===== src/hw/cft_pkg.sv =====
package cft_pkg;

   //////////////////////////////
   // Sizes
   //////////////////////////////

   localparam int WORD_W    = 16;   // Data word
   localparam int ADDR_W    = 8;    // Direct address field
   localparam int MEM_WORDS = 256;  // Full direct address space

   typedef logic [WORD_W-1:0] word_t;
   typedef logic [ADDR_W-1:0] addr_t;

   //////////////////////////////
   // Instruction set
   //////////////////////////////

   typedef enum logic [3:0] {
      OP_HALT  = 4'd0,
      OP_LOAD  = 4'd1,
      OP_STORE = 4'd2,
      OP_ADD   = 4'd3,
      OP_AND   = 4'd4,
      OP_XOR   = 4'd5,
      OP_NOT   = 4'd6,
      OP_JMP   = 4'd7,
      OP_JZ    = 4'd8,
      OP_JL    = 4'd9,
      OP_CLL   = 4'd10   // 11 to 15 run as no-ops
   } op_t;

   // Microcode fields carried on the ibus
   typedef enum logic [2:0] {
      ACT_NONE, ACT_PASS, ACT_ADD, ACT_AND, ACT_XOR, ACT_NOT, ACT_CLL
   } alu_act_t;

   typedef enum logic {SRC_PC, SRC_OPERAND} ibus_src_t;         // Address bus source

   typedef enum logic [2:0] {
      DST_NONE, DST_IR, DST_AC, DST_PC_INC, DST_PC_JUMP
   } ibus_dst_t;

   function automatic op_t opcode_of(word_t w);
      return op_t'(w[15:12]);                                     // Top nibble
   endfunction

   function automatic addr_t operand_of(word_t w);
      return w[ADDR_W-1:0];                                       // Low byte
   endfunction

endpackage


===== src/hw/ibus_if.sv =====
`timescale 1ns/1ps

interface ibus_if;
   import cft_pkg::*;

   ibus_src_t raddr;   // Address source, from CTL
   ibus_dst_t waddr;   // Register write target, from CTL
   alu_act_t  action;  // ALU action, from CTL
   word_t     ir;      // Instruction register, from REG
   word_t     ac;      // Accumulator, from REG
   word_t     alu_out; // ALU result, from ALU
   logic      fz;      // AC is zero
   logic      fl;      // Link flag

   modport ctl (
      output raddr, waddr, action,
      input  ir, fz, fl
   );

   modport regs (
      input  raddr, waddr, alu_out,
      output ir, ac
   );

   modport alu (
      input  action, ac,
      output alu_out, fz, fl
   );

endinterface


===== src/hw/mem_bus_if.sv =====
`timescale 1ns/1ps

interface mem_bus_if;
   import cft_pkg::*;

   addr_t ab;    // Address bus, from REG
   word_t db_w;  // Write data, always AC
   logic  r;     // Read strobe
   logic  w;     // Write strobe
   word_t db_r;  // Read data, one cycle after r

   modport cpu_reg (output ab, db_w, input db_r);

   // CTL peeks at db_r to catch HALT during decode
   modport cpu_ctl (output r, w, input db_r);

   modport mem (
      input  ab, db_w, r, w,
      output db_r
   );

endinterface


===== src/hw/card_reg.sv =====
`timescale 1ns/1ps

module card_reg (
   input  logic           clk,
   input  logic           rst,
   ibus_if.regs           bus,
   mem_bus_if.cpu_reg     mem,
   output cft_pkg::word_t ac,
   output cft_pkg::addr_t pc
);
   import cft_pkg::*;

   word_t ir_q;  // Current instruction

   //////////////////////////////
   // Register file
   //////////////////////////////

   always_ff @(posedge clk) begin
      if (rst) begin
         pc   <= '0;
         ir_q <= '0;
         ac   <= '0;
      end else begin
         case (bus.waddr)
            DST_IR: begin
               ir_q <= mem.db_r;                 // Fetched word
               pc   <= pc + 1'b1;                // Step past it
            end
            DST_AC:      ac <= bus.alu_out;
            DST_PC_INC:  pc <= pc + 1'b1;        // Step only, IR kept
            DST_PC_JUMP: pc <= operand_of(ir_q); // Direct target
            default: ;
         endcase
      end
   end

   // IBus read side
   assign bus.ir = ir_q;
   assign bus.ac = ac;

   //////////////////////////////
   // Memory bus drivers
   //////////////////////////////

   assign mem.ab   = (bus.raddr == SRC_PC) ? pc : operand_of(ir_q);
   assign mem.db_w = ac;                         // STORE always writes AC

endmodule


===== src/flat_wrapper.sv =====
// flat-port wrapper written by rule: the top's interface ports become plain ports
module card_reg_flat import cft_pkg::*;
  (clk, rst, ac, pc, bus_raddr, bus_waddr, bus_alu_out, bus_ir, bus_ac, mem_ab, mem_db_w, mem_db_r);
  ibus_if bus_i ();
  mem_bus_if mem_i ();
  input  logic clk;
  input  logic rst;
  output cft_pkg::word_t ac;
  output cft_pkg::addr_t pc;
  input wire logic [$bits(bus_i.raddr)-1:0] bus_raddr;
  input wire logic [$bits(bus_i.waddr)-1:0] bus_waddr;
  input wire logic [$bits(bus_i.alu_out)-1:0] bus_alu_out;
  output wire logic [$bits(bus_i.ir)-1:0] bus_ir;
  output wire logic [$bits(bus_i.ac)-1:0] bus_ac;
  output wire logic [$bits(mem_i.ab)-1:0] mem_ab;
  output wire logic [$bits(mem_i.db_w)-1:0] mem_db_w;
  input wire logic [$bits(mem_i.db_r)-1:0] mem_db_r;
  assign bus_i.raddr = bus_raddr;
  assign bus_i.waddr = bus_waddr;
  assign bus_i.alu_out = bus_alu_out;
  assign bus_ir = bus_i.ir;
  assign bus_ac = bus_i.ac;
  assign mem_ab = mem_i.ab;
  assign mem_db_w = mem_i.db_w;
  assign mem_i.db_r = mem_db_r;
  card_reg u_core (.clk(clk), .rst(rst), .bus(bus_i), .mem(mem_i), .ac(ac), .pc(pc));
endmodule

===== config.mk =====
export PLATFORM = sky130hd
export DESIGN_NAME = card_reg_flat
export DESIGN_NICKNAME = d
export VERILOG_FILES = /design/src/hw/cft_pkg.sv /design/src/hw/ibus_if.sv /design/src/hw/mem_bus_if.sv /design/src/hw/card_reg.sv /design/src/flat_wrapper.sv
export SDC_FILE = /design/constraint.sdc
export NUM_CORES = 1
export LEC_CHECK = 0
export ABC_AREA = 1
export BUFFER_PORTS_ARGS = -buffer_cell sky130_fd_sc_hd__buf_2
export CORE_AREA = 3 3 73 75
export DETAILED_ROUTE_END_ITERATION = 8
export DIE_AREA = 0 0 76 78
export GPL_TIMING_DRIVEN = 1
export PLACE_DENSITY = 0.78
export SLEW_MARGIN = 20
export SYNTH_ARGS = -nofsm -noshare
export SYNTH_HDL_FRONTEND = slang
export SYNTH_SLANG_ARGS = --single-unit

===== constraint.sdc =====
create_clock -name clk -period 1.24 [get_ports clk]
set_clock_uncertainty 0.05 [all_clocks]
set_input_delay 0.248 -clock clk [delete_from_list [all_inputs] [get_ports clk]]
set_output_delay 0.248 -clock clk [all_outputs]
set_load 0.005 [all_outputs]

==> reports/metrics.cfg <==
[layout]
nets=417
drive_gt1_share_pct=45.8
syn_to_final_growth_pct=32.9
antenna_cells=0
final_core_util_pct=57.4

[global_routing]
overflow=0
gr-usage-met1_pct=21.5
grt_max_degree=41
grt_pass1_wl_microns=8580
use_met2_pct=29.7
grtUsageMet3_pct=4.87
antenna_found_initial=0
grt-busiest-layer=met2
track_usage_pct=17.4
grt_pass1_vias=1870

[yosys]
synth_top_cell_by_area=dfxtp_1
syn_area_per_cell_sq_um=7.26
postSynthCellCount=281
ys_top_cells_by_count=60 x nand2_1, 40 x dfxtp_1, 38 x a21oi_1
async_flop_share_pct=0
synth.top_cell.area_share_pct=39.3
ys.flop_type=dfxtp_1
yosys-top-cells-area=dfxtp_1 39%, buf_4 13%, nand2_1 11%, a21oi_1 9.3%, nand3_1 5.9%
synth.most_common_cell=nand2_1
synth-edff-count=0
synth_cell_types=21
synth_nets=320
netlist_area_sq_um=2040
ys_warn_count=0
ys_seq_area_share_pct=39.3
ys_seq_elements=40

[die]
fp.dieH_microns=78
num_rows=25
start_util_pct=43.2
die_x_microns=76
io_pins=118
coreArea_sq_um=4720
dieArea_sq_um=5930

[route]
vias_per_cell=4.78
dr.pass1.iters=5
drc=0
ant_nets=0
vias=2126
drt_iter0_markers=149
post_drt_wl_per_cell_microns=12.3
wirelength_microns=5470

[timing]
rsz0062_at_grt=true
finalSetupTns_ns=-0.150
tightest_slew_ns=0.329
hold_viol=0
min_period_ns=1.28
setup_slack_ns=-0.0386
maxSlewViolCount=0
relSlewSlack_pct=78.1
timing.final.crit_share_pct=103
maxClockFrequency_mhz=782
setup_viol=6

[power]
ir_drop_v=0.000640
leakagePower_nw=1.33
powerDensity_nw_per_um2=948

[outcome]
violations=negative setup slack
outcome=finished, violations left

[worst_setup_path]
crit_path_end_kind=output pin
cp_max_fo=5
crit_path_start_kind=register
cp_data_required_time_ns=0.94
critical_path_class=register to output pin
arrival_ns=0.98

[clock_network]
cts_max_level=2
clockRootBuffer=clkbuf_8
clock_latency_ns=0.29
cts_hold_buf=0
cts_tree=done
numCtsBuffers=5
numClockSinks=40
clk_path_buf_depth=2
clkSlewWorstSetupHoldPaths_ns=0.08

[placement]
port_buffers=117
hpwl_microns=3940
gp_congestion=0.794

[min_path]
min_path_type=primary input to register

[flow_run]
drv_cap=0

## cell usage in the layout (no fill, tap or decap), drive strengths merged
cell type  Yosys  routed
inv           19      19
clkinv         0       1
nand4         16      16
nand3         25      25
ha             1       1
nor2          17      17
dfxtp         40      40
buf           39     136
o21ai         13      13
nand2         62      62
o22ai          1       1
clkbuf         7       6
a211oi         3       3
a21oi         38      38
## power by group
part | total [mW] | switching, mW | internal [mW]
Sequential | 1.35 | 0.0331 | 1.32
Clock | 0.823 | 0.440 | 0.383
Combinational | 0.395 | 0.210 | 0.185
Total | 2.57 | 0.683 | 1.89
## routing by layer
metal  part of all wire [%]  wire length (microns)
met2                     50                   2760
met3                    6.7                    365
met1                     42                   2280
met5                      0                      0
met4                    1.1                     61
## state kept, by name, summed over array words and instances, names as in the netlist
register / count
u_core.ac: 16
u_core.bus.ir: 16
u_core.pc: 8
## final cells by class
cell class | count | area, sq um
Fill cell | 463 | 2010
Tap cell | 67 | 83.8
Timing Repair Buffer | 136 | 763
Inverter | 19 | 71.3
Clock inverter | 1 | 5.00
Multi-Input combinational cell | 176 | 891
Sequential cell | 40 | 825
Clock buffer | 6 | 72.6
## kinds of logic after synthesis
group	Yosys count	share of synthesized area, %
flops	40	39.3
buf+inv	65	18.7
fa+ha+maj	1	0.613
compound gates	55	14.7
simple gates	120	26.8
## timing repair
action	in CTS	in global routing
setup buffers	8	1
resized for setup	18	13
setup endpoints to repair	8	14
gates cloned	0	0
pin swaps	1	2
## worst max-delay path, stage by stage (launching register included)
cell and delay [ns]:
dfxtp_4 0.37, inv_1 0.05, o21ai_1 0.14, buf_2 0.14
## metrics by stage
step	instances	area (sq um)	worst slack [ns]	hold WS, ns	total power [mW]
after floorplan	281	2040	0.0719	0.362	1.60
after global placement	430	2510	-0.0263	0.397	1.76
after detailed placement	430	2510	-0.0260	0.405	1.77
after CTS	444	2670	-0.0483	0.158	2.58
after global routing	445	2710	-0.102	0.162	2.68
final	445	2710	-0.0386	0.163	2.57
## final timing paths
kind | startpoint | end | slack [ns] | depth (start not counted)
min | mem_db_r[3] | u_core.bus.ir[3]$_SDFFE_PP0N_ | 0.16 | 3
max | u_core.pc[6]$_SDFFE_PP0P_ | mem_ab[6] | -0.04 | 3
max reg2reg | u_core.pc[1]$_SDFFE_PP0P_ | u_core.pc[2]$_SDFFE_PP0P_ | 0.07 | 8
min reg2reg | u_core.bus.ir[9]$_SDFFE_PP0N_ | u_core.bus.ir[9]$_SDFFE_PP0N_ | 0.42 | 2
No activity file was read; power rests on OpenSTA's default activity.
