$ cat src/hw/cft_pkg.sv
package cft_pkg;

   //////////////////////////////
   // Sizes
   //////////////////////////////

   localparam int WORD_W    = 16;   // Data word
   localparam int ADDR_W    = 8;    // Direct address field
   localparam int MEM_WORDS = 256;  // Full direct address space

   typedef logic [WORD_W-1:0] word_t;
   typedef logic [ADDR_W-1:0] addr_t;

   //////////////////////////////
   // Instruction set
   //////////////////////////////

   typedef enum logic [3:0] {
      OP_HALT  = 4'd0,
      OP_LOAD  = 4'd1,
      OP_STORE = 4'd2,
      OP_ADD   = 4'd3,
      OP_AND   = 4'd4,
      OP_XOR   = 4'd5,
      OP_NOT   = 4'd6,
      OP_JMP   = 4'd7,
      OP_JZ    = 4'd8,
      OP_JL    = 4'd9,
      OP_CLL   = 4'd10   // 11 to 15 run as no-ops
   } op_t;

   // Microcode fields carried on the ibus
   typedef enum logic [2:0] {
      ACT_NONE, ACT_PASS, ACT_ADD, ACT_AND, ACT_XOR, ACT_NOT, ACT_CLL
   } alu_act_t;

   typedef enum logic {SRC_PC, SRC_OPERAND} ibus_src_t;         // Address bus source

   typedef enum logic [2:0] {
      DST_NONE, DST_IR, DST_AC, DST_PC_INC, DST_PC_JUMP
   } ibus_dst_t;

   function automatic op_t opcode_of(word_t w);
      return op_t'(w[15:12]);                                     // Top nibble
   endfunction

   function automatic addr_t operand_of(word_t w);
      return w[ADDR_W-1:0];                                       // Low byte
   endfunction

endpackage

$ cat src/hw/ibus_if.sv
`timescale 1ns/1ps

interface ibus_if;
   import cft_pkg::*;

   ibus_src_t raddr;   // Address source, from CTL
   ibus_dst_t waddr;   // Register write target, from CTL
   alu_act_t  action;  // ALU action, from CTL
   word_t     ir;      // Instruction register, from REG
   word_t     ac;      // Accumulator, from REG
   word_t     alu_out; // ALU result, from ALU
   logic      fz;      // AC is zero
   logic      fl;      // Link flag

   modport ctl (
      output raddr, waddr, action,
      input  ir, fz, fl
   );

   modport regs (
      input  raddr, waddr, alu_out,
      output ir, ac
   );

   modport alu (
      input  action, ac,
      output alu_out, fz, fl
   );

endinterface

$ cat src/hw/mem_bus_if.sv
`timescale 1ns/1ps

interface mem_bus_if;
   import cft_pkg::*;

   addr_t ab;    // Address bus, from REG
   word_t db_w;  // Write data, always AC
   logic  r;     // Read strobe
   logic  w;     // Write strobe
   word_t db_r;  // Read data, one cycle after r

   modport cpu_reg (output ab, db_w, input db_r);

   // CTL peeks at db_r to catch HALT during decode
   modport cpu_ctl (output r, w, input db_r);

   modport mem (
      input  ab, db_w, r, w,
      output db_r
   );

endinterface

$ cat src/hw/card_ctl.sv
`timescale 1ns/1ps

module card_ctl (
   input  logic       clk,
   input  logic       rst,
   input  logic       run,
   ibus_if.ctl        bus,
   mem_bus_if.cpu_ctl mem,
   output logic       halted
);
   import cft_pkg::*;

   typedef enum logic [2:0] {
      ST_IDLE, ST_FETCH, ST_DECODE, ST_EXEC, ST_WB, ST_HALTED
   } state_t;

   state_t    state, state_nxt;
   op_t       op;          // Opcode held in IR
   logic      fetch_halt;  // Word on db_r is a HALT
   logic      op_reads;    // Operand comes from memory
   alu_act_t  op_act;      // ALU action for WB
   ibus_dst_t op_dst;      // Register target for WB

   assign op         = opcode_of(bus.ir);
   assign fetch_halt = (opcode_of(mem.db_r) == OP_HALT);
   assign halted     = (state == ST_HALTED);

   //////////////////////////////
   // Sequencer
   //////////////////////////////

   always_ff @(posedge clk) begin
      if (rst) state <= ST_IDLE;
      else     state <= state_nxt;
   end

   always_comb begin
      state_nxt = state;
      case (state)
         ST_IDLE:   if (run) state_nxt = ST_FETCH;                     // Wait for panel
         ST_FETCH:  state_nxt = ST_DECODE;
         ST_DECODE: state_nxt = fetch_halt ? ST_HALTED : ST_EXEC;
         ST_EXEC:   state_nxt = ST_WB;
         ST_WB:     state_nxt = ST_FETCH;
         default:   state_nxt = state;                                 // HALTED sticks
      endcase
   end

   //////////////////////////////
   // Opcode decode
   //////////////////////////////

   always_comb begin
      op_act   = ACT_NONE;
      op_dst   = DST_NONE;
      op_reads = 1'b0;
      case (op)
         OP_LOAD: begin
            op_act   = ACT_PASS;
            op_dst   = DST_AC;
            op_reads = 1'b1;
         end
         OP_ADD: begin
            op_act   = ACT_ADD;                                        // Carry into L
            op_dst   = DST_AC;
            op_reads = 1'b1;
         end
         OP_AND: begin
            op_act   = ACT_AND;
            op_dst   = DST_AC;
            op_reads = 1'b1;
         end
         OP_XOR: begin
            op_act   = ACT_XOR;
            op_dst   = DST_AC;
            op_reads = 1'b1;
         end
         OP_NOT: begin
            op_act = ACT_NOT;                                          // No operand needed
            op_dst = DST_AC;
         end
         OP_CLL:  op_act = ACT_CLL;
         OP_JMP:  op_dst = DST_PC_JUMP;
         OP_JZ:   op_dst = bus.fz ? DST_PC_JUMP : DST_NONE;            // Taken on AC == 0
         OP_JL:   op_dst = bus.fl ? DST_PC_JUMP : DST_NONE;            // Taken on L set
         default: op_dst = DST_NONE;                                   // STORE, HALT, no-ops
      endcase
   end

   // Microcode fields per step
   always_comb begin
      bus.raddr  = SRC_PC;
      bus.waddr  = DST_NONE;
      bus.action = ACT_NONE;
      mem.r      = 1'b0;
      mem.w      = 1'b0;
      case (state)
         ST_FETCH:  mem.r = 1'b1;                                      // ab = PC
         ST_DECODE: bus.waddr = fetch_halt ? DST_PC_INC : DST_IR;
         ST_EXEC: begin
            bus.raddr = SRC_OPERAND;
            mem.r     = op_reads;
            mem.w     = (op == OP_STORE);                              // AC out on db_w
         end
         ST_WB: begin
            bus.action = op_act;
            bus.waddr  = op_dst;
         end
         default: ;                                                    // Quiet in IDLE, HALTED
      endcase
   end

endmodule

$ cat src/flat_wrapper.sv
// flat-port wrapper written by rule: the top's interface ports become plain ports
module card_ctl_flat import cft_pkg::*;
  (clk, rst, run, halted, bus_raddr, bus_waddr, bus_action, bus_ir, bus_fz, bus_fl, mem_r, mem_w, mem_db_r);
  ibus_if bus_i ();
  mem_bus_if mem_i ();
  input  logic clk;
  input  logic rst;
  input  logic run;
  output logic halted;
  output wire logic [$bits(bus_i.raddr)-1:0] bus_raddr;
  output wire logic [$bits(bus_i.waddr)-1:0] bus_waddr;
  output wire logic [$bits(bus_i.action)-1:0] bus_action;
  input wire logic [$bits(bus_i.ir)-1:0] bus_ir;
  input wire logic [$bits(bus_i.fz)-1:0] bus_fz;
  input wire logic [$bits(bus_i.fl)-1:0] bus_fl;
  output wire logic [$bits(mem_i.r)-1:0] mem_r;
  output wire logic [$bits(mem_i.w)-1:0] mem_w;
  input wire logic [$bits(mem_i.db_r)-1:0] mem_db_r;
  assign bus_raddr = bus_i.raddr;
  assign bus_waddr = bus_i.waddr;
  assign bus_action = bus_i.action;
  assign bus_i.ir = bus_ir;
  assign bus_i.fz = bus_fz;
  assign bus_i.fl = bus_fl;
  assign mem_r = mem_i.r;
  assign mem_w = mem_i.w;
  assign mem_i.db_r = mem_db_r;
  card_ctl u_core (.clk(clk), .rst(rst), .run(run), .bus(bus_i), .mem(mem_i), .halted(halted));
endmodule
$ cat config.mk
export PLATFORM = sky130hd
export DESIGN_NAME = card_ctl_flat
export DESIGN_NICKNAME = d
export VERILOG_FILES = /design/src/hw/cft_pkg.sv /design/src/hw/ibus_if.sv /design/src/hw/mem_bus_if.sv /design/src/hw/card_ctl.sv /design/src/flat_wrapper.sv
export SDC_FILE = /design/constraint.sdc
export NUM_CORES = 1
export LEC_CHECK = 0
export BUFFER_PORTS_ARGS = -buffer_cell sky130_fd_sc_hd__buf_2
export CAP_MARGIN = 20
export CORE_MARGIN = 1.5
export CORE_UTILIZATION = 28
export DETAILED_ROUTE_END_ITERATION = 8
export GPL_TIMING_DRIVEN = 0
export PLACE_DENSITY = 0.75
export RECOVER_POWER = 25
export SLEW_MARGIN = 40
export SYNTH_ARGS = -nofsm -noshare
export SYNTH_HDL_FRONTEND = slang
export SYNTH_SLANG_ARGS = --single-unit
$ cat constraint.sdc
create_clock -name clk -period 1.05 [get_ports clk]
set_input_delay 0.105 -clock clk [delete_from_list [all_inputs] [get_ports clk]]
set_output_delay 0.105 -clock clk [all_outputs]
set_load 0.03 [all_outputs]
==> impl_metrics.csv, run 1 <==
group,metric,value,unit
timing,fmax,0.667,GHz
route,post_drt_wl_per_cell,11.5,microns
placement,numPortBuffers,18,
timing,rsz0062_at_grt,"yes",
route,vias_per_cell,4.86,
timing,skew,0.000104,ns
route,drc,0,
worst_setup_path,crit_type,"reg2out",
cts,cts-buffers-inserted,3,
worst_setup_path,crit_fanout,3,
die,initial_utilization,0.300,
cells_and_area,nets,126,
worst_setup_path,rrSetupSlack,-0.13,ns
cts,h-tree-depth,1,
cells_and_area,seq_area,67.6,sq um
synthesis,synth_fp_nets,92,
worst_setup_path,cpMaxStageDelayCell,"dfxtp_4",
cells_and_area,layout-drive-gt1-share,0.648,
route,dr.pass1.iters,1,
cells_and_area,n_antenna_cell,0,
worst_hold_path,worstHoldEndpoint,"u_core.state[0]",
synthesis,synth_area,385,sq um
flow_run,cap_violations,0,
synthesis,syn_inst,55,
power,p_leak,0.000329,uW
cells_and_area,multiInputGateArea,344,sq um
route,antenna_left,0,
power,cellPowerDensity,782,nW/um^2
worst_hold_path,holdPathStages,2,
worst_setup_path,r2r_cells,6,
grt,gr-usage-all-layers,0.156,
worst_setup_path,startpoint,"u_core.state[2]",
status,status,"complete, but fails checks",
cells_and_area,largest-register,"u_core.state",
worst_setup_path,cp.arrival,1.39,ns
synthesis,netlist_top_cells_area,"dfxtp_1 16%, a21oi_1 7.8%, nor2_1 5.8%",
cts,cts_root_buf,"clkbuf_4",
die,die_h,40.1,microns
synthesis,synth_edf_count,0,
route,wl,1.18,mm
worst_setup_path,cp_data_required_time,0.94,ns
timing,finalHoldViolCount,0,
grt,overflow,0,
synthesis,synth_area_per_cell,7.01,sq um
synthesis,yosys_most_used_dff,"dfxtp_1",
cts,ctsLongestPathBuffers,2,
timing,finalCritPeriodShare,1.43,
synthesis,yosysTopAreaCell,"dfxtp_1",
die,io_pins,47,
placement,hpwlAfterDp,744,microns
worst_setup_path,r2r_end,"u_core.state[0]",
worst_setup_path,end_kind,"output port",
cts,clkTransAtPathRegs,0.03,ns
die,die_w,40.1,microns
timing,final_max_slew_viol_count,0,
synthesis,synthArstFlopShare,0,
grt,grt_pass1_wl,1.68,mm
die,core-area,1280,sq um
cells_and_area,reg_top3,"u_core.state (3)",
status,failed_checks,"setup timing",
placement,pre_cts_ws,-0.339,ns
synthesis,ys_types,31,
worst_hold_path,min_from,"rst",
placement,gp_congestion,0.702,
synthesis,synth_top_area_share,0.156,
die,die_area,1610,sq um
synthesis,synth_common_cells,"6 x a21oi_1, 6 x nor2_1, 4 x buf_2",
timing,slew_headroom,0.750,
placement,dp_cells,88,
cells_and_area,fillCellCount,120,
worst_setup_path,rr_startpoint,"u_core.state[1]",
worst_setup_path,crit_chain,"buf_4 -> and2b_2 -> and2_4 -> and4_4 -> buf_6",
timing,worst_pin_slew,0.375,ns
cells_and_area,syn_to_final_growth,94.5,%
cts,cts_tree,"done",
cells_and_area,fin_cells,103,
timing,fin_ws,-0.448,ns
grt,antenna_found_initial,0,
timing,period_needed,1.50,ns
synthesis,yosysWarnings,0,
cts,cts_sinks,3,
cts,insertion_delay,0.23,ns
synthesis,synth-seq-area-share,0.156,
timing,setup_viol,13,
grt,grt_pass1_vias,459,
power,vdd_drop_max,0.688,mV
worst_setup_path,slowest_delay,0.35,ns
route,vias,501,
grt,grt_max_degree,11,
cells_and_area,largest_reg_flops,3,
timing,finalSetupTns,-3.87,ns
worst_hold_path,min_path_type,"in2reg",
route,drt-initial-drc-count,0,
die,floorplan.rows,13,
worst_setup_path,start_kind,"register",
synthesis,ys_ff_latch,3,
area by class of cell:
type	count	area share
buffer	5	0.0351
clock buffer	4	0.0351
inverter	4	0.0267
multi-input combinational	43	0.459
sequential	3	0.0902
tap	15	0.0250
timing repair buffer	29	0.329
worst max-delay path by stage:
| stage | endpoint | slack (ns) | depth (start not counted) |
|---|---|---|---|
| 4_1_cts | bus_waddr[1] | -0.47 | 4 |
| 3_5_place_dp | bus_waddr[1] | -0.34 | 4 |
| 2_1_floorplan | bus_waddr[1] | -0.26 | 3 |
| 5_1_grt | bus_waddr[1] | -0.49 | 4 |
| 3_3_place_gp | bus_waddr[1] | -0.33 | 4 |
| 6_report | mem_w | -0.45 | 5 |
critical path: cells and delay by family (launching register included):
family	cells	cell delay (ns)
simple gates	3	0.56
flops	1	0.35
buf+inv	2	0.27
kinds of logic after synthesis:
group / share of synthesized area
AOI/OAI and AO/OA: 0.244
and+or+nand+nor: 0.425
DFF: 0.156
buffers and inverters: 0.101
xor gates and xnor gates: 0.0455
muxes: 0.0292
stage by stage:
stage	utilization	hold WS, ns	instance area [sq um]	power, uW
2_1_floorplan	-	0.168	432	263
3_3_place_gp	0.421	0.292	541	302
3_5_place_dp	0.421	0.299	541	306
4_1_cts	0.556	0.0519	714	575
5_1_grt	0.583	0.0657	749	634
6_report	0.583	0.0712	749	586
cell usage in the layout (no fill, tap or decap), types with 2 or more instances in the layout:
cell | synthesis | final
xor2_1 | 2 | 2
inv_1 | 3 | 2
nor2_2 | 0 | 3
buf_6 | 0 | 13
nand3_1 | 3 | 3
a21oi_2 | 0 | 3
nand2_1 | 2 | 2
buf_2 | 4 | 11
clkbuf_4 | 0 | 3
a21oi_1 | 6 | 3
nor2_1 | 6 | 3
clkbuf_1 | 1 | 2
nand2b_1 | 2 | 2
or3_4 | 1 | 2
inv_4 | 0 | 2
buf_4 | 0 | 9
dfxtp_4 | 0 | 2
repair_timing:
item                                    in CTS  in global routing
buffers inserted                             8                  4
endpoints found under the setup margin      11                 13
hold buffers                                 0                  0
pin swaps                                    6                  2
resized for setup                           30                  5
routing by layer:
metal / vias to the layer above / track usage / share of wire
met2: 15 / 0.310 / 0.54
met3: 0 / 0.0167 / 0.038
met5: - / 0 / 0
met1: 226 / 0.144 / 0.42
li1: 260 / - / -
met4: 0 / 0.103 / 0
power by group:
part           internal [uW]  total [uW]  switching [uW]  leakage, uW
logic                    133         261             128     0.000288
registers                122         128            6.03    0.0000261
clock network            142         197            55.0    0.0000150
No activity file was read; power rests on OpenSTA's default activity.
==> run 2, diff against run 1 <==
--- a/config.mk
+++ b/config.mk
@@ -10,7 +10,6 @@
 export CORE_MARGIN = 1.5
 export CORE_UTILIZATION = 28
 export DETAILED_ROUTE_END_ITERATION = 8
-export GPL_TIMING_DRIVEN = 0
 export PLACE_DENSITY = 0.75
 export RECOVER_POWER = 25
 export SLEW_MARGIN = 40
==> impl_metrics.csv, run 2 (synthesized netlist as in run 1, its figures left out) <==
group,metric,value,unit
status,status,"complete, but fails checks",
status,failed_checks,"setup timing",
worst_setup_path,end_kind,"output port",
worst_setup_path,cp.buffers_inverters,3,
timing,fmax,0.666,GHz
route,drt-initial-drc-count,5,
placement,numPortBuffers,22,
cts,ctsLongestPathBuffers,2,
cts,cts-buffers-inserted,3,
worst_setup_path,cp_data_required_time,0.94,ns
die,core-area,1280,sq um
cts,cts_root_buf,"clkbuf_4",
worst_setup_path,start_kind,"register",
cells_and_area,fin_cells,110,
cells_and_area,final_cell_mix,"17 x buf_6, 12 x buf_2, 12 x buf_4",
worst_setup_path,path_delay_family,"simple AND/OR/NAND/NOR gates",
cells_and_area,largest_reg_flops,3,
worst_setup_path,crit_type,"reg2out",
route,dr.pass1.iters,2,
die,die_h,40.1,microns
worst_setup_path,crit_chain,"inv_2 -> or3_4 -> buf_6 -> nor3_4 -> buf_6",
cts,ctsHoldBuffers,0,
grt,antenna_found_initial,0,
die,die_w,40.1,microns
grt,grt_pass1_wl,1.80,mm
timing,fin_worst_hold_slack,0.0490,ns
die,initial_utilization,0.300,
worst_setup_path,cp.arrival,1.40,ns
cells_and_area,final_common_cell,"buf_6",
cts,cts_tree,"done",
placement,hpwlAfterDp,876,microns
power,cellPowerDensity,777,nW/um^2
route,post_drt_wl_per_cell,11.4,microns
placement,gp_congestion,0.623,
power,total_power,639,uW
grt,overflow,0,
cells_and_area,reg_top3,"u_core.state (3)",
timing,period_needed,1.50,ns
timing,fin_ws,-0.451,ns
power,vdd_drop_max,0.673,mV
route,drc,0,
cells_and_area,nets,133,
timing,slew_headroom,0.766,
timing,rsz0062_at_grt,"yes",
worst_setup_path,crit_fanout,5,
worst_setup_path,path_common_cell,"buf_6",
route,vias_per_cell,4.88,
grt,gr-usage-all-layers,0.175,
placement,dp_cells,99,
worst_setup_path,cpMaxStageDelayCell,"dfxtp_4",
die,io_pins,47,
cells_and_area,fin_util,0.640,
timing,skew,0.00206,ns
cells_and_area,largest-register,"u_core.state",
cells_and_area,fin_area,822,sq um
timing,worst_pin_slew,0.348,ns
route,wl,1.26,mm
flow_run,cap_violations,0,
cells_and_area,n_antenna_cell,0,
cells_and_area,layout-drive-gt1-share,0.705,
timing,finalCritPeriodShare,1.43,
grt,grt_pass1_vias,478,
grt,grt_max_degree,11,
route,vias,537,
die,floorplan.rows,13,
power,p_leak,0.000373,uW
cts,cts_sinks,3,
cts,clkTransAtPathRegs,0.04,ns
timing,final_max_slew_viol_count,0,
cts,insertion_delay,0.24,ns
cells_and_area,syn_to_final_growth,113,%
placement,placed_area,627,sq um
timing,setup_viol,12,
route,antenna_left,0,
timing,finalHoldViolCount,0,
die,die_area,1610,sq um
worst_setup_path,slowest_delay,0.35,ns
worst_hold_path,min_path_type,"in2reg",
cts,h-tree-depth,1,
## run 2: cell types whose count changed in the layout (fill, tap and decap cells not counted), sizes merged
cell,before,now
buf,33,41
clkbuf,5,4
## run 2: metal layers
| metal | GRT usage | vias up | part of all wire |
|---|---|---|---|
| li1 | - | 273 | - |
| met1 | 0.145 | 244 | 0.35 |
| met2 | 0.367 | 18 | 0.59 |
| met3 | 0.0333 | 2 | 0.036 |
| met4 | 0.103 | 0 | 0.018 |
| met5 | 0 | - | 0 |
## run 2: where the power goes
group	internal, uW	switching [uW]	total, uW	leakage, uW
logic	154	139	293	0.000333
clock network	143	74.5	218	0.0000150
registers	122	5.87	128	0.0000258
total	419	220	639	0.000373
## run 2: path summary, 6_finish.rpt
path / from / endpoint / slack, ns / cells after the start
worst min register to register: u_core.state[2] / u_core.state[0] / 0.56 / 2
worst min-delay path: rst / u_core.state[2] / 0.05 / 2
worst max-delay path: u_core.state[2] / bus_action[0] / -0.45 / 5
worst max register to register: u_core.state[1] / u_core.state[0] / -0.30 / 7
## run 2: stage by stage
| stage | setup TNS (ns) | worst slack (ns) |
|---|---|---|
| global placement | -1.41 | -0.234 |
| finish | -3.91 | -0.451 |
| global route | -4.52 | -0.512 |
| CTS | -3.63 | -0.458 |
| detailed placement | -1.52 | -0.269 |
| floorplan | -0.945 | -0.263 |
## run 2: cell type report
class                           count  area [sq um]
Timing Repair Buffer               41           342
Fill cell                         120           463
Inverter                            4          17.5
Clock buffer                        4          26.3
Sequential cell                     3          65.1
Multi-Input combinational cell     43           353
Tap cell                           15          18.8
## run 2: what timing repair did
item,CTS,global route
endpoints found under the setup margin,11,13
pin swaps,4,2
gates resized for setup,26,10
buffers inserted,6,2
