`src/hw/cft_pkg.sv`:
```
package cft_pkg;

   //////////////////////////////
   // Sizes
   //////////////////////////////

   localparam int WORD_W    = 16;   // Data word
   localparam int ADDR_W    = 8;    // Direct address field
   localparam int MEM_WORDS = 256;  // Full direct address space

   typedef logic [WORD_W-1:0] word_t;
   typedef logic [ADDR_W-1:0] addr_t;

   //////////////////////////////
   // Instruction set
   //////////////////////////////

   typedef enum logic [3:0] {
      OP_HALT  = 4'd0,
      OP_LOAD  = 4'd1,
      OP_STORE = 4'd2,
      OP_ADD   = 4'd3,
      OP_AND   = 4'd4,
      OP_XOR   = 4'd5,
      OP_NOT   = 4'd6,
      OP_JMP   = 4'd7,
      OP_JZ    = 4'd8,
      OP_JL    = 4'd9,
      OP_CLL   = 4'd10   // 11 to 15 run as no-ops
   } op_t;

   // Microcode fields carried on the ibus
   typedef enum logic [2:0] {
      ACT_NONE, ACT_PASS, ACT_ADD, ACT_AND, ACT_XOR, ACT_NOT, ACT_CLL
   } alu_act_t;

   typedef enum logic {SRC_PC, SRC_OPERAND} ibus_src_t;         // Address bus source

   typedef enum logic [2:0] {
      DST_NONE, DST_IR, DST_AC, DST_PC_INC, DST_PC_JUMP
   } ibus_dst_t;

   function automatic op_t opcode_of(word_t w);
      return op_t'(w[15:12]);                                     // Top nibble
   endfunction

   function automatic addr_t operand_of(word_t w);
      return w[ADDR_W-1:0];                                       // Low byte
   endfunction

endpackage

```
`src/hw/ibus_if.sv`:
```
`timescale 1ns/1ps

interface ibus_if;
   import cft_pkg::*;

   ibus_src_t raddr;   // Address source, from CTL
   ibus_dst_t waddr;   // Register write target, from CTL
   alu_act_t  action;  // ALU action, from CTL
   word_t     ir;      // Instruction register, from REG
   word_t     ac;      // Accumulator, from REG
   word_t     alu_out; // ALU result, from ALU
   logic      fz;      // AC is zero
   logic      fl;      // Link flag

   modport ctl (
      output raddr, waddr, action,
      input  ir, fz, fl
   );

   modport regs (
      input  raddr, waddr, alu_out,
      output ir, ac
   );

   modport alu (
      input  action, ac,
      output alu_out, fz, fl
   );

endinterface

```
`src/hw/card_alu.sv`:
```
`timescale 1ns/1ps

module card_alu (
   input  logic           clk,
   input  logic           rst,
   ibus_if.alu            bus,
   input  cft_pkg::word_t db_r
);
   import cft_pkg::*;

   logic  l_q;    // Link flag
   logic  carry;  // Adder carry-out
   word_t sum;    // Adder result mod 2^16

   assign {carry, sum} = {1'b0, bus.ac} + {1'b0, db_r};

   //////////////////////////////
   // Result mux
   //////////////////////////////

   always_comb begin
      case (bus.action)
         ACT_PASS: bus.alu_out = db_r;          // LOAD
         ACT_ADD:  bus.alu_out = sum;
         ACT_AND:  bus.alu_out = bus.ac & db_r;
         ACT_XOR:  bus.alu_out = bus.ac ^ db_r;
         ACT_NOT:  bus.alu_out = ~bus.ac;
         default:  bus.alu_out = bus.ac;        // NONE and CLL leave AC alone
      endcase
   end

   //////////////////////////////
   // Flags
   //////////////////////////////

   always_ff @(posedge clk) begin
      if (rst) begin
         l_q <= 1'b0;
      end else begin
         case (bus.action)
            ACT_ADD: l_q <= carry;              // Carry out of bit 15
            ACT_CLL: l_q <= 1'b0;
            default: l_q <= l_q;                // Held on every other action
         endcase
      end
   end

   assign bus.fl = l_q;
   assign bus.fz = (bus.ac == '0);              // Live, not latched

endmodule

```
`src/flat_wrapper.sv`:
```
// flat-port wrapper written by rule: the top's interface ports become plain ports
module card_alu_flat import cft_pkg::*;
  (clk, rst, db_r, bus_action, bus_ac, bus_alu_out, bus_fz, bus_fl);
  ibus_if bus_i ();
  input  logic clk;
  input  logic rst;
  input  cft_pkg::word_t db_r;
  input wire logic [$bits(bus_i.action)-1:0] bus_action;
  input wire logic [$bits(bus_i.ac)-1:0] bus_ac;
  output wire logic [$bits(bus_i.alu_out)-1:0] bus_alu_out;
  output wire logic [$bits(bus_i.fz)-1:0] bus_fz;
  output wire logic [$bits(bus_i.fl)-1:0] bus_fl;
  assign bus_i.action = bus_action;
  assign bus_i.ac = bus_ac;
  assign bus_alu_out = bus_i.alu_out;
  assign bus_fz = bus_i.fz;
  assign bus_fl = bus_i.fl;
  card_alu u_core (.clk(clk), .rst(rst), .bus(bus_i), .db_r(db_r));
endmodule
```
`config.mk`:
```
export PLATFORM = sky130hd
export DESIGN_NAME = card_alu_flat
export DESIGN_NICKNAME = d
export VERILOG_FILES = /design/src/hw/cft_pkg.sv /design/src/hw/ibus_if.sv /design/src/hw/card_alu.sv /design/src/flat_wrapper.sv
export SDC_FILE = /design/constraint.sdc
export NUM_CORES = 1
export LEC_CHECK = 0
export ABC_AREA = 1
export BUFFER_PORTS_ARGS = -buffer_cell sky130_fd_sc_hd__clkbuf_2
export CAP_MARGIN = 0
export CORE_MARGIN = 2
export CORE_UTILIZATION = 44
export DETAILED_ROUTE_END_ITERATION = 8
export PLACE_DENSITY = 0.69
export REMOVE_ABC_BUFFERS = 1
export SYNTH_ARGS = -nofsm -noshare
export SYNTH_HDL_FRONTEND = slang
export SYNTH_SLANG_ARGS = --single-unit
export TNS_END_PERCENT = 10
```
`constraint.sdc`:
```
create_clock -name clk -period 2.5 [get_ports clk]
set_input_delay 0.125 -clock clk [delete_from_list [all_inputs] [get_ports clk]]
set_output_delay 0.125 -clock clk [all_outputs]
set_load 0.02 [all_outputs]
```
==> impl_metrics.csv, run 1 <==
group,metric,value,unit
outcome,status,"finished clean",
timing,rsz0062_at_grt,"false",
pwr,p_per_area,240,nW/um2
place,routabilityCongestion,0.918,
floorplan,io_pins,55,
setup_path,end_kind,"output pin",
cells_and_area,nNetsFinal,450,
cells_and_area,fin_util,54.6,%
setup_path,critPathTopFamily,"simple AND/OR/NAND/NOR gates",
worst_hold_path,worstHoldPathType,"input pin to register",
clock_network,ctsHoldBuffers,0,
floorplan,dieWidth,65.9,um
floorplan,die_y,65.9,um
setup_path,worstRegToRegCells,2,
pwr,p_leak,0.00115,uW
cells_and_area,area_delta_synth_final,18.6,%
place,port_buffers,54,
synthesis,postSynthCellCount,343,
setup_path,cp-start-kind,"input pin",
timing,slew_headroom,67.2,%
global_routing,grt_pass1_vias,2177,
detailed_routing,first_pass_iters,4,
pwr,pwr-share-clk,0,%
clock_network,cts-resized-gates,0,
pwr,total_power,480,uW
synthesis,synth_cell_types,34,
timing,fmax,499,MHz
setup_path,cp_slowest_cell,"fa_1",
setup_path,worst_path_most_repeated_cell,"nand2_1",
synthesis,synth-edff-count,0,
setup_path,criticalPathCategory,"input pin to output pin",
timing,tightest_slew,0.492,ns
global_routing,grt_usage,25.8,%
cells_and_area,finalInstanceArea,2000,um2
global_routing,overflow,0,
clock_network,post-cts-setup-buffers,0,
synthesis,yosys_warnings,0,
floorplan,rows,22,
floorplan,initial_core_util,46.0,%
timing,hold_viol_final,0,
place,dpl-instance-area,2000,um2
clock_network,clk_pin_slew,0,ns
setup_path,reg2reg_slack,1.88,ns
job,max-cap-violations,0,
setup_path,max_stage_delay,0.39,ns
setup_path,timing.rr.start,"u_core.bus.fl",
detailed_routing,drc,0,
setup_path,reg2reg_to,"u_core.bus.fl",
timing,drv_slew,0,
worst_hold_path,hp-start,"rst",
place,dp_hpwl,4360,um
setup_path,crit_required,2.38,ns
pwr,power_frac_seq,3.6,%
floorplan,fp.coreArea,3660,um2
synthesis,synth_top_flop_cell,"dfxtp_1",
worst_hold_path,hold_end,"u_core.bus.fl",
timing,setup_viol,0,
setup_path,crit_arrival,1.88,ns
detailed_routing,ant_nets,0,
pwr,p_sw,299,uW
detailed_routing,wl,5360,um
global_routing,grt_pass1_wl,9180,um
floorplan,dieArea,4340,um2
synthesis,synth_area,1680,um2
pwr,internal_power,181,uW
timing,fin_crit_sh,80.1,%
clock_network,insertion_delay,0,ns
cells_and_area,largest_reg_flops,1,
timing,fin_tns_setup,0,ns
timing,finalHoldWorstSlack,0.287,ns
setup_path,path_buf_inv,2,
timing,period_minus_slack,2.00,ns
synthesis,ys_seq_area_share,1.19,%
global_routing,grt_max_degree,21,
pwr,switching_share,62.3,%
detailed_routing,wl_per_cell,12.1,um
global_routing,antenna_found_initial,0,
synthesis,synth_seq_cells,1,
setup_path,path_cells,"clkbuf_2 > ha_1 > fa_1 > nand2_1 > nand2_1 > nand3b_1 > nand2_1 > nand2_1 > nand2_1 > nand2_1 > nand3_1 > a21oi_1 > clkbuf_2",
detailed_routing,first_iter_violations,79,
detailed_routing,vias_per_cell,5.27,
pwr,pwr-share-comb,96.4,%
synthesis,async_flop_share,0,%
detailed_routing,vias,2329,
pwr,ir_drop,0.128,mV
timing,skew,0,ns
worst_hold_path,worstHoldPathCells,2,
setup_path,worst-path-max-fanout,4,
synthesis,synth_area_per_cell,4.91,um2
cells_and_area,diodes,0,
cells_and_area,layout-drive-gt1-share,16.5,%
## cell usage in the layout (no fill, tap or decap), types with 3 or more instances in the layout
cell and count:
clkbuf_2 54, inv_2 3, nand3_1 33, o21ai_1 8
nor4_1 3, nor3_1 9, o22ai_1 4, o21ai_0 8
a21oi_1 21, nand2_1 120, inv_1 46, nor2_1 39
ha_1 16, o211ai_1 3, buf_4 3
## routing by layer
layer	up-vias	global-route usage (%)	wire (um)
met5	-	0	0
met4	0	3.91	65
met3	5	1.02	421
met2	81	45.7	2440
met1	1013	34.9	2430
li1	1230	-	-
## power groups by stage
stage                     Sequential, uW  Clock, uW  Combinational [uW]
after CTS                           17.1          0                 461
after global placement              17.0          0                 455
after global routing                17.2          0                 523
after floorplan                     17.7          0                 313
after detailed placement            17.1          0                 459
final                               17.1          0                 463
## metrics by stage
step | setup WS, ns | instances
after floorplan | 0.729 | 337
after global placement | 0.519 | 442
after detailed placement | 0.495 | 442
after CTS | 0.488 | 442
after global routing | 0.336 | 442
final | 0.498 | 442
## worst register-to-register path: stages, from the launching register on
cell and delay, ns:
dfxtp_1 0.31, o21ai_0 0.08, a21oi_1 0.15
## synthesized netlist by cell type (all sizes together) (2+ instances only)
library cell | instances | share of area (%)
o22ai | 4 | 1.5
nand2 | 120 | 27
o211ai | 3 | 1.3
nand3b | 2 | 0.89
o21ai | 16 | 4.8
ha | 16 | 12
o221ai | 2 | 1.0
nand4 | 2 | 0.74
inv | 49 | 11
nor2 | 41 | 9.4
buf | 6 | 2.3
a21oi | 21 | 6.2
nand3 | 35 | 11
nor3 | 9 | 2.7
nor4 | 3 | 1.1
and2 | 2 | 0.74
## worst max-delay path by stage
stage	startpoint	endpoint	slack, ns	depth (start not counted)
final	bus_ac[0]	bus_alu_out[14]	0.50	13
after global routing	bus_ac[0]	bus_alu_out[12]	0.34	12
after CTS	bus_ac[0]	bus_alu_out[4]	0.49	12
after detailed placement	bus_ac[0]	bus_alu_out[4]	0.49	12
after global placement	bus_ac[0]	bus_alu_out[4]	0.52	12
after floorplan	bus_ac[0]	bus_alu_out[12]	0.73	10
## cell families (layout without fill, tap and decap cells)
kind of cell | count (synthesis) | count (layout) | synth area share (%)
AO/OA/AOI/OAI | 54 | 54 | 18.5
adder cells (fa/ha/maj) | 17 | 17 | 13.1
buffers and inverters | 56 | 107 | 13.5
flip-flops | 1 | 1 | 1.19
AND/OR/NAND/NOR | 215 | 215 | 53.7
## cell type report
class / instances / area [um2]
Inverter: 50 / 189
Sequential cell: 1 / 20.0
Timing Repair Buffer: 57 / 293
Tap cell: 48 / 60.1
Multi-Input combinational cell: 286 / 1440
Fill cell: 400 / 1660
(Power assumes the default switching activity.)
==> run 2: changes to the inputs <==
Settings changed: ABC_AREA 1 to 0.
Clock period 2.5 ns to 1.9 ns, I/O delays scaled along.
==> impl_metrics.csv, run 2 <==
group,metric,value,unit
timing,fin_crit_sh,120,%
setup_path,path_buf_inv,2,
setup_path,critPathLaunch,"db_r[0]",
detailed_routing,vias_per_cell,5.99,
floorplan,rows,22,
synthesis,postSynthCellCount,269,
synthesis,async_flop_share,0,%
setup_path,critPathTopFamily,"compound AO/OA/AOI/OAI gates",
cells_and_area,final_cell_mix,"buf_4, clkbuf_2, nand2_1",
synthesis,synth_top_flop_cell,"dfxtp_1",
detailed_routing,ant_nets,0,
global_routing,grt_pass1_vias,2281,
setup_path,crit_arrival,2.18,ns
pwr,p_leak,0.00121,uW
floorplan,io_pins,55,
setup_path,cp-start-kind,"input pin",
synthesis,yosys.area.top_type_share,11.6,%
synthesis,ys_seq_area_share,1.16,%
global_routing,overflow,0,
clock_network,clk_pin_slew,0,ns
detailed_routing,vias,2467,
clock_network,post-cts-setup-buffers,0,
setup_path,max_stage_delay,0.36,ns
setup_path,criticalPathCategory,"input pin to output pin",
pwr,pwr-share-comb,97.5,%
timing,skew,0,ns
job,max-cap-violations,0,
cells_and_area,layout-drive-gt1-share,37.1,%
floorplan,dieArea,4430,um2
pwr,pwr-share-clk,0,%
detailed_routing,wl,6300,um
worst_hold_path,hp-start,"rst",
timing,slew_headroom,67.7,%
timing,period_minus_slack,2.27,ns
synthesis,synth_area_per_cell,6.40,um2
floorplan,fp.coreArea,3720,um2
detailed_routing,first_iter_violations,137,
cells_and_area,final_common_cell,"buf_4",
synthesis,synth_area,1720,um2
setup_path,crit_required,1.80,ns
synthesis,synth_seq_cells,1,
global_routing,grt_pass1_wl,10200,um
clock_network,ctsHoldBuffers,0,
cells_and_area,area_delta_synth_final,48.9,%
cells_and_area,fill_cells,343,
synthesis,synth_top_cells_by_count,"nand2_1, a21oi_1, nor2_1",
global_routing,antenna_found_initial,0,
floorplan,die_y,66.5,um
timing,tightest_slew,0.485,ns
global_routing,grt_max_degree,26,
timing,hold_viol_final,0,
pwr,p_per_area,339,nW/um2
pwr,power_frac_seq,2.5,%
synthesis,synth_area_leaders,"ha_1, a21oi_1, nand2_1, o21ai_0, nor2_1",
pwr,internal_power,417,uW
synthesis,yosys_warnings,0,
timing,fmax,440,MHz
synthesis,synth_area_leader_cell,"ha_1",
setup_path,timing.rr.start,"u_core.bus.fl",
pwr,switching_share,52.1,%
outcome,violations,"setup timing",
setup_path,cp_slowest_cell,"a221o_1",
place,port_buffers,54,
pwr,ir_drop,0.162,mV
pwr,p_sw,453,uW
global_routing,grt_usage,28.8,%
synthesis,muxShareOfSynthArea,6.11,%
timing,timing.final.ws_setup,-0.375,ns
synthesis,synth_cell_types,51,
synthesis,synth_top_family_by_area,"compound AO/OA/AOI/OAI gates",
timing,fin_tns_setup,-1.96,ns
setup_path,path_cells,"clkbuf_2 > ha_4 > fa_2 > a21o_1 > a221o_1 > a221oi_4 > o221ai_2 > xnor2_1 > o221ai_1 > buf_4",
timing,setup_viol,7,
synthesis,yosysMostFrequentCell,"nand2_1",
synthesis,synth_compound_area_share,44.3,%
place,routabilityCongestion,0.992,
setup_path,worst-path-max-fanout,3,
clock_network,insertion_delay,0,ns
floorplan,dieWidth,66.5,um
worst_hold_path,worstHoldPathType,"input pin to register",
timing,rsz0062_at_grt,"true",
cells_and_area,largest_reg_flops,1,
floorplan,initial_core_util,46.3,%
detailed_routing,first_pass_iters,5,
cells_and_area,nNetsFinal,420,
cells_and_area,fin_util,69.0,%
synthesis,synthSimpleGateAreaFrac,24.3,%
timing,drv_slew,0,
place,dp_hpwl,5030,um
cells_and_area,diodes,0,
detailed_routing,wl_per_cell,15.3,um
synthesis,synth-edff-count,0,
synthesis,yosys.area_share.adder,12.8,%
detailed_routing,drc,0,
synthesis,synth-xor-area-share,5.09,%
setup_path,end_kind,"output pin",
outcome,status,"complete, but fails checks",
==> run 2: cell types whose count changed after synthesis, moves of 6 or more <==
cell | previous run | this run
a21o_1 | 1 | 10
o21ai_0 | 8 | 23
nand2_1 | 120 | 34
a21oi_1 | 21 | 31
mux2i_1 | 0 | 6
inv_1 | 46 | 12
xnor2_1 | 0 | 7
clkbuf_1 | 0 | 11
nor2_1 | 39 | 26
nand3_1 | 33 | 4
o21ai_1 | 8 | 1
==> run 2: metrics by stage <==
step / hold WS (ns) / setup slack [ns] / area, um2 / total power (uW) / instances
3_5_place_dp: 0.266 / -0.503 / 2420 / 797 / 412
2_1_floorplan: 0.174 / -0.349 / 1660 / 467 / 253
4_1_cts: 0.265 / -0.469 / 2480 / 825 / 412
6_report: 0.261 / -0.375 / 2560 / 869 / 412
3_3_place_gp: 0.263 / -0.473 / 2420 / 785 / 412
5_1_grt: 0.285 / -0.473 / 2560 / 945 / 412
==> run 2: cell type report <==
cell class	instances	area (um2)	area share, %
flip-flops and latches	1	20.0	0.781
well taps	48	60.1	2.34
repair buffers	111	723	28.2
inverters	12	45.0	1.76
multi-input cells	240	1710	66.9
==> run 2: metal layers <==
metal  up-vias  part of all wire, %  global-route usage (%)
li1       1223                    -                       -
met1      1131                   44                    38.3
met2       105                   48                    51.0
met3         8                  7.0                    2.20
met4         0                  1.3                    5.10
met5         -                    0                       0
==> run 2: worst paths after layout <==
check | endpoint | slack (ns) | depth (start not counted)
max | bus_alu_out[12] | -0.37 | 10
max reg2reg | u_core.bus.fl | 1.08 | 2
min reg2reg | u_core.bus.fl | 0.48 | 2
min | u_core.bus.fl | 0.26 | 2
==> run 2: repair_timing <==
action | in CTS | in global routing
pin swaps | 6 | 5
endpoints found under the setup margin | 12 | 13
resized for setup | 15 | 22
==> run 2: cells by family (layout without fill, tap and decap cells) <==
family / count (synthesis) / in the layout
xor gates and xnor gates: 10 / 10
muxes: 9 / 9
and+or+nand+nor: 91 / 91
AOI/OAI and AO/OA: 113 / 113
DFF: 1 / 1
adders and majority gates: 17 / 17
buffers and inverters: 28 / 123
==> run 2: power groups by stage <==
stage               Clock, uW  Sequential [uW]  Combinational (uW)
floorplan                   0             22.6                 444
global placement            0             22.1                 763
detailed placement          0             22.1                 775
CTS                         0             22.1                 802
global route                0             22.2                 923
finish                      0             22.1                 847
==> run 3: changes to the inputs <==
Settings changed: CORE_UTILIZATION 44 to 53, PLACE_DENSITY 0.69 to 0.81.
Clock period 1.9 ns to 2.1 ns, I/O delays scaled along.
==> impl_metrics.csv, run 3 (synthesis results as in run 2) <==
group,metric,value,unit
global_routing,grt_pass1_vias,2051,
global_routing,grtUsageMet1,47.8,%
timing,timing.final.ws_setup,-0.202,ns
setup_path,cp-start-kind,"input pin",
timing,fmax,434,MHz
detailed_routing,vias,2417,
timing,setup_viol,6,
floorplan,dieWidth,61.0,um
place,dpl-instance-area,2300,um2
floorplan,die_y,61.0,um
global_routing,use_met2,57.1,%
floorplan,io_pins,55,
clock_network,post-cts-setup-buffers,0,
setup_path,crit_required,2.00,ns
detailed_routing,ant_nets,0,
global_routing,antenna_found_initial,0,
cells_and_area,finalInstanceArea,2360,um2
clock_network,insertion_delay,0,ns
timing,finalHoldWorstSlack,0.273,ns
timing,rsz0062_at_grt,"true",
cells_and_area,fin_cells,392,
place,dp_hpwl,4700,um
detailed_routing,first_iter_violations,189,
clock_network,clk_pin_slew,0,ns
timing,tightest_slew,0.356,ns
worst_hold_path,worstHoldPathType,"input pin to register",
detailed_routing,vias_per_cell,6.17,
global_routing,grt-busiest-layer,"met2",
outcome,violations,"setup timing",
detailed_routing,drc,0,
cells_and_area,final_common_cell,"clkbuf_2",
floorplan,fp.coreArea,3080,um2
cells_and_area,largest_reg_flops,1,
floorplan,rows,20,
cells_and_area,layout-drive-gt1-share,30.7,%
pwr,p_per_area,308,nW/um2
timing,period_minus_slack,2.30,ns
timing,fin_crit_sh,110,%
cells_and_area,diodes,0,
timing,hold_viol_final,0,
setup_path,cp_slowest_cell,"a221o_1",
setup_path,worst-path-max-fanout,3,
place,port_buffers,54,
global_routing,grt_usage,33.2,%
setup_path,criticalPathCategory,"input pin to output pin",
place,dp.cells,392,
global_routing,grt_pass1_wl,9650,um
setup_path,crit_arrival,2.20,ns
global_routing,use_met3,0.853,%
setup_path,end_kind,"output pin",
place,routabilityCongestion,0.989,
pwr,ir_drop,0.174,mV
clock_network,ctsHoldBuffers,0,
timing,skew,0,ns
job,max-cap-violations,0,
setup_path,max_stage_delay,0.36,ns
cells_and_area,nNetsFinal,404,
timing,drv_slew,0,
global_routing,overflow,0,
outcome,status,"complete, but fails checks",
detailed_routing,wl_per_cell,15.1,um
floorplan,dieArea,3720,um2
global_routing,grt_max_degree,43,
timing,fin_tns_setup,-0.783,ns
detailed_routing,first_pass_iters,4,
setup_path,path_cells,"clkbuf_2 > ha_4 > fa_2 > a21o_1 > a221o_1 > a221oi_4 > o21bai_1 > xnor2_1 > o221ai_1 > buf_4",
timing,slew_headroom,75.6,%
detailed_routing,wl,5910,um
pwr,p_leak,0.00114,uW
cells_and_area,final_cell_mix,"clkbuf_2, buf_4, nand2_1",
floorplan,initial_core_util,55.9,%
cells_and_area,fill_cells,254,
cells_and_area,area_delta_synth_final,37.4,%
==> run 3: cell types whose count changed in the layout (fill, tap and decap cells not counted), moves of 2 or more <==
cell | previous run | this run
ha_4 | 5 | 2
a21oi_2 | 4 | 0
buf_4 | 62 | 43
ha_1 | 10 | 14
a21oi_1 | 27 | 31
buf_2 | 3 | 1
clkbuf_2 | 44 | 48
==> run 3: layer usage <==
| metal | vias to the layer above | wire (um) |
|---|---|---|
| met5 | - | 0 |
| met4 | 0 | 72 |
| met3 | 8 | 375 |
| met2 | 108 | 2880 |
| met1 | 1116 | 2580 |
| li1 | 1185 | - |
==> run 3: stage by stage <==
stage	worst slack [ns]	total power [uW]	util (%)
after floorplan	-0.169	422	-
after global placement	-0.289	685	74.8
after detailed placement	-0.317	697	74.8
after CTS	-0.274	709	76.0
after global routing	-0.345	795	76.8
final	-0.202	728	76.8
==> run 3: power breakdown <==
group	switching (uW)	internal, uW
registers	0.261	19.8
logic	387	321
clock network	0	0
==> run 3: cell type report <==
class / instances / area [um2] / share of cell area, %
Inverter: 12 / 45.0 / 1.91
Multi-Input combinational cell: 240 / 1630 / 69.1
Sequential cell: 1 / 20.0 / 0.847
Tap cell: 44 / 55.1 / 2.33
Timing Repair Buffer: 95 / 611 / 25.8
==> run 3: what timing repair did <==
| item | CTS | global route |
|---|---|---|
| endpoints found under the setup margin | 7 | 11 |
| cloned | 0 | 0 |
| resized for setup | 8 | 9 |
| pin swaps | 7 | 4 |
==> run 3: worst paths after layout <==
| path | start | end | slack (ns) | depth (start not counted) |
|---|---|---|---|---|
| worst max-delay path | db_r[0] | bus_alu_out[10] | -0.20 | 10 |
| worst min-delay path | rst | u_core.bus.fl | 0.27 | 2 |
| worst max register to register | u_core.bus.fl | u_core.bus.fl | 1.29 | 2 |
| worst min register to register | u_core.bus.fl | u_core.bus.fl | 0.48 | 2 |
==> run 3: worst max-delay path: cells and delay by family <==
kind | cells | cell delay, ns
AOI/OAI and AO/OA | 5 | 1.18
xor gates and xnor gates | 1 | 0.13
adders and majority gates | 2 | 0.49
buffers and inverters | 2 | 0.29
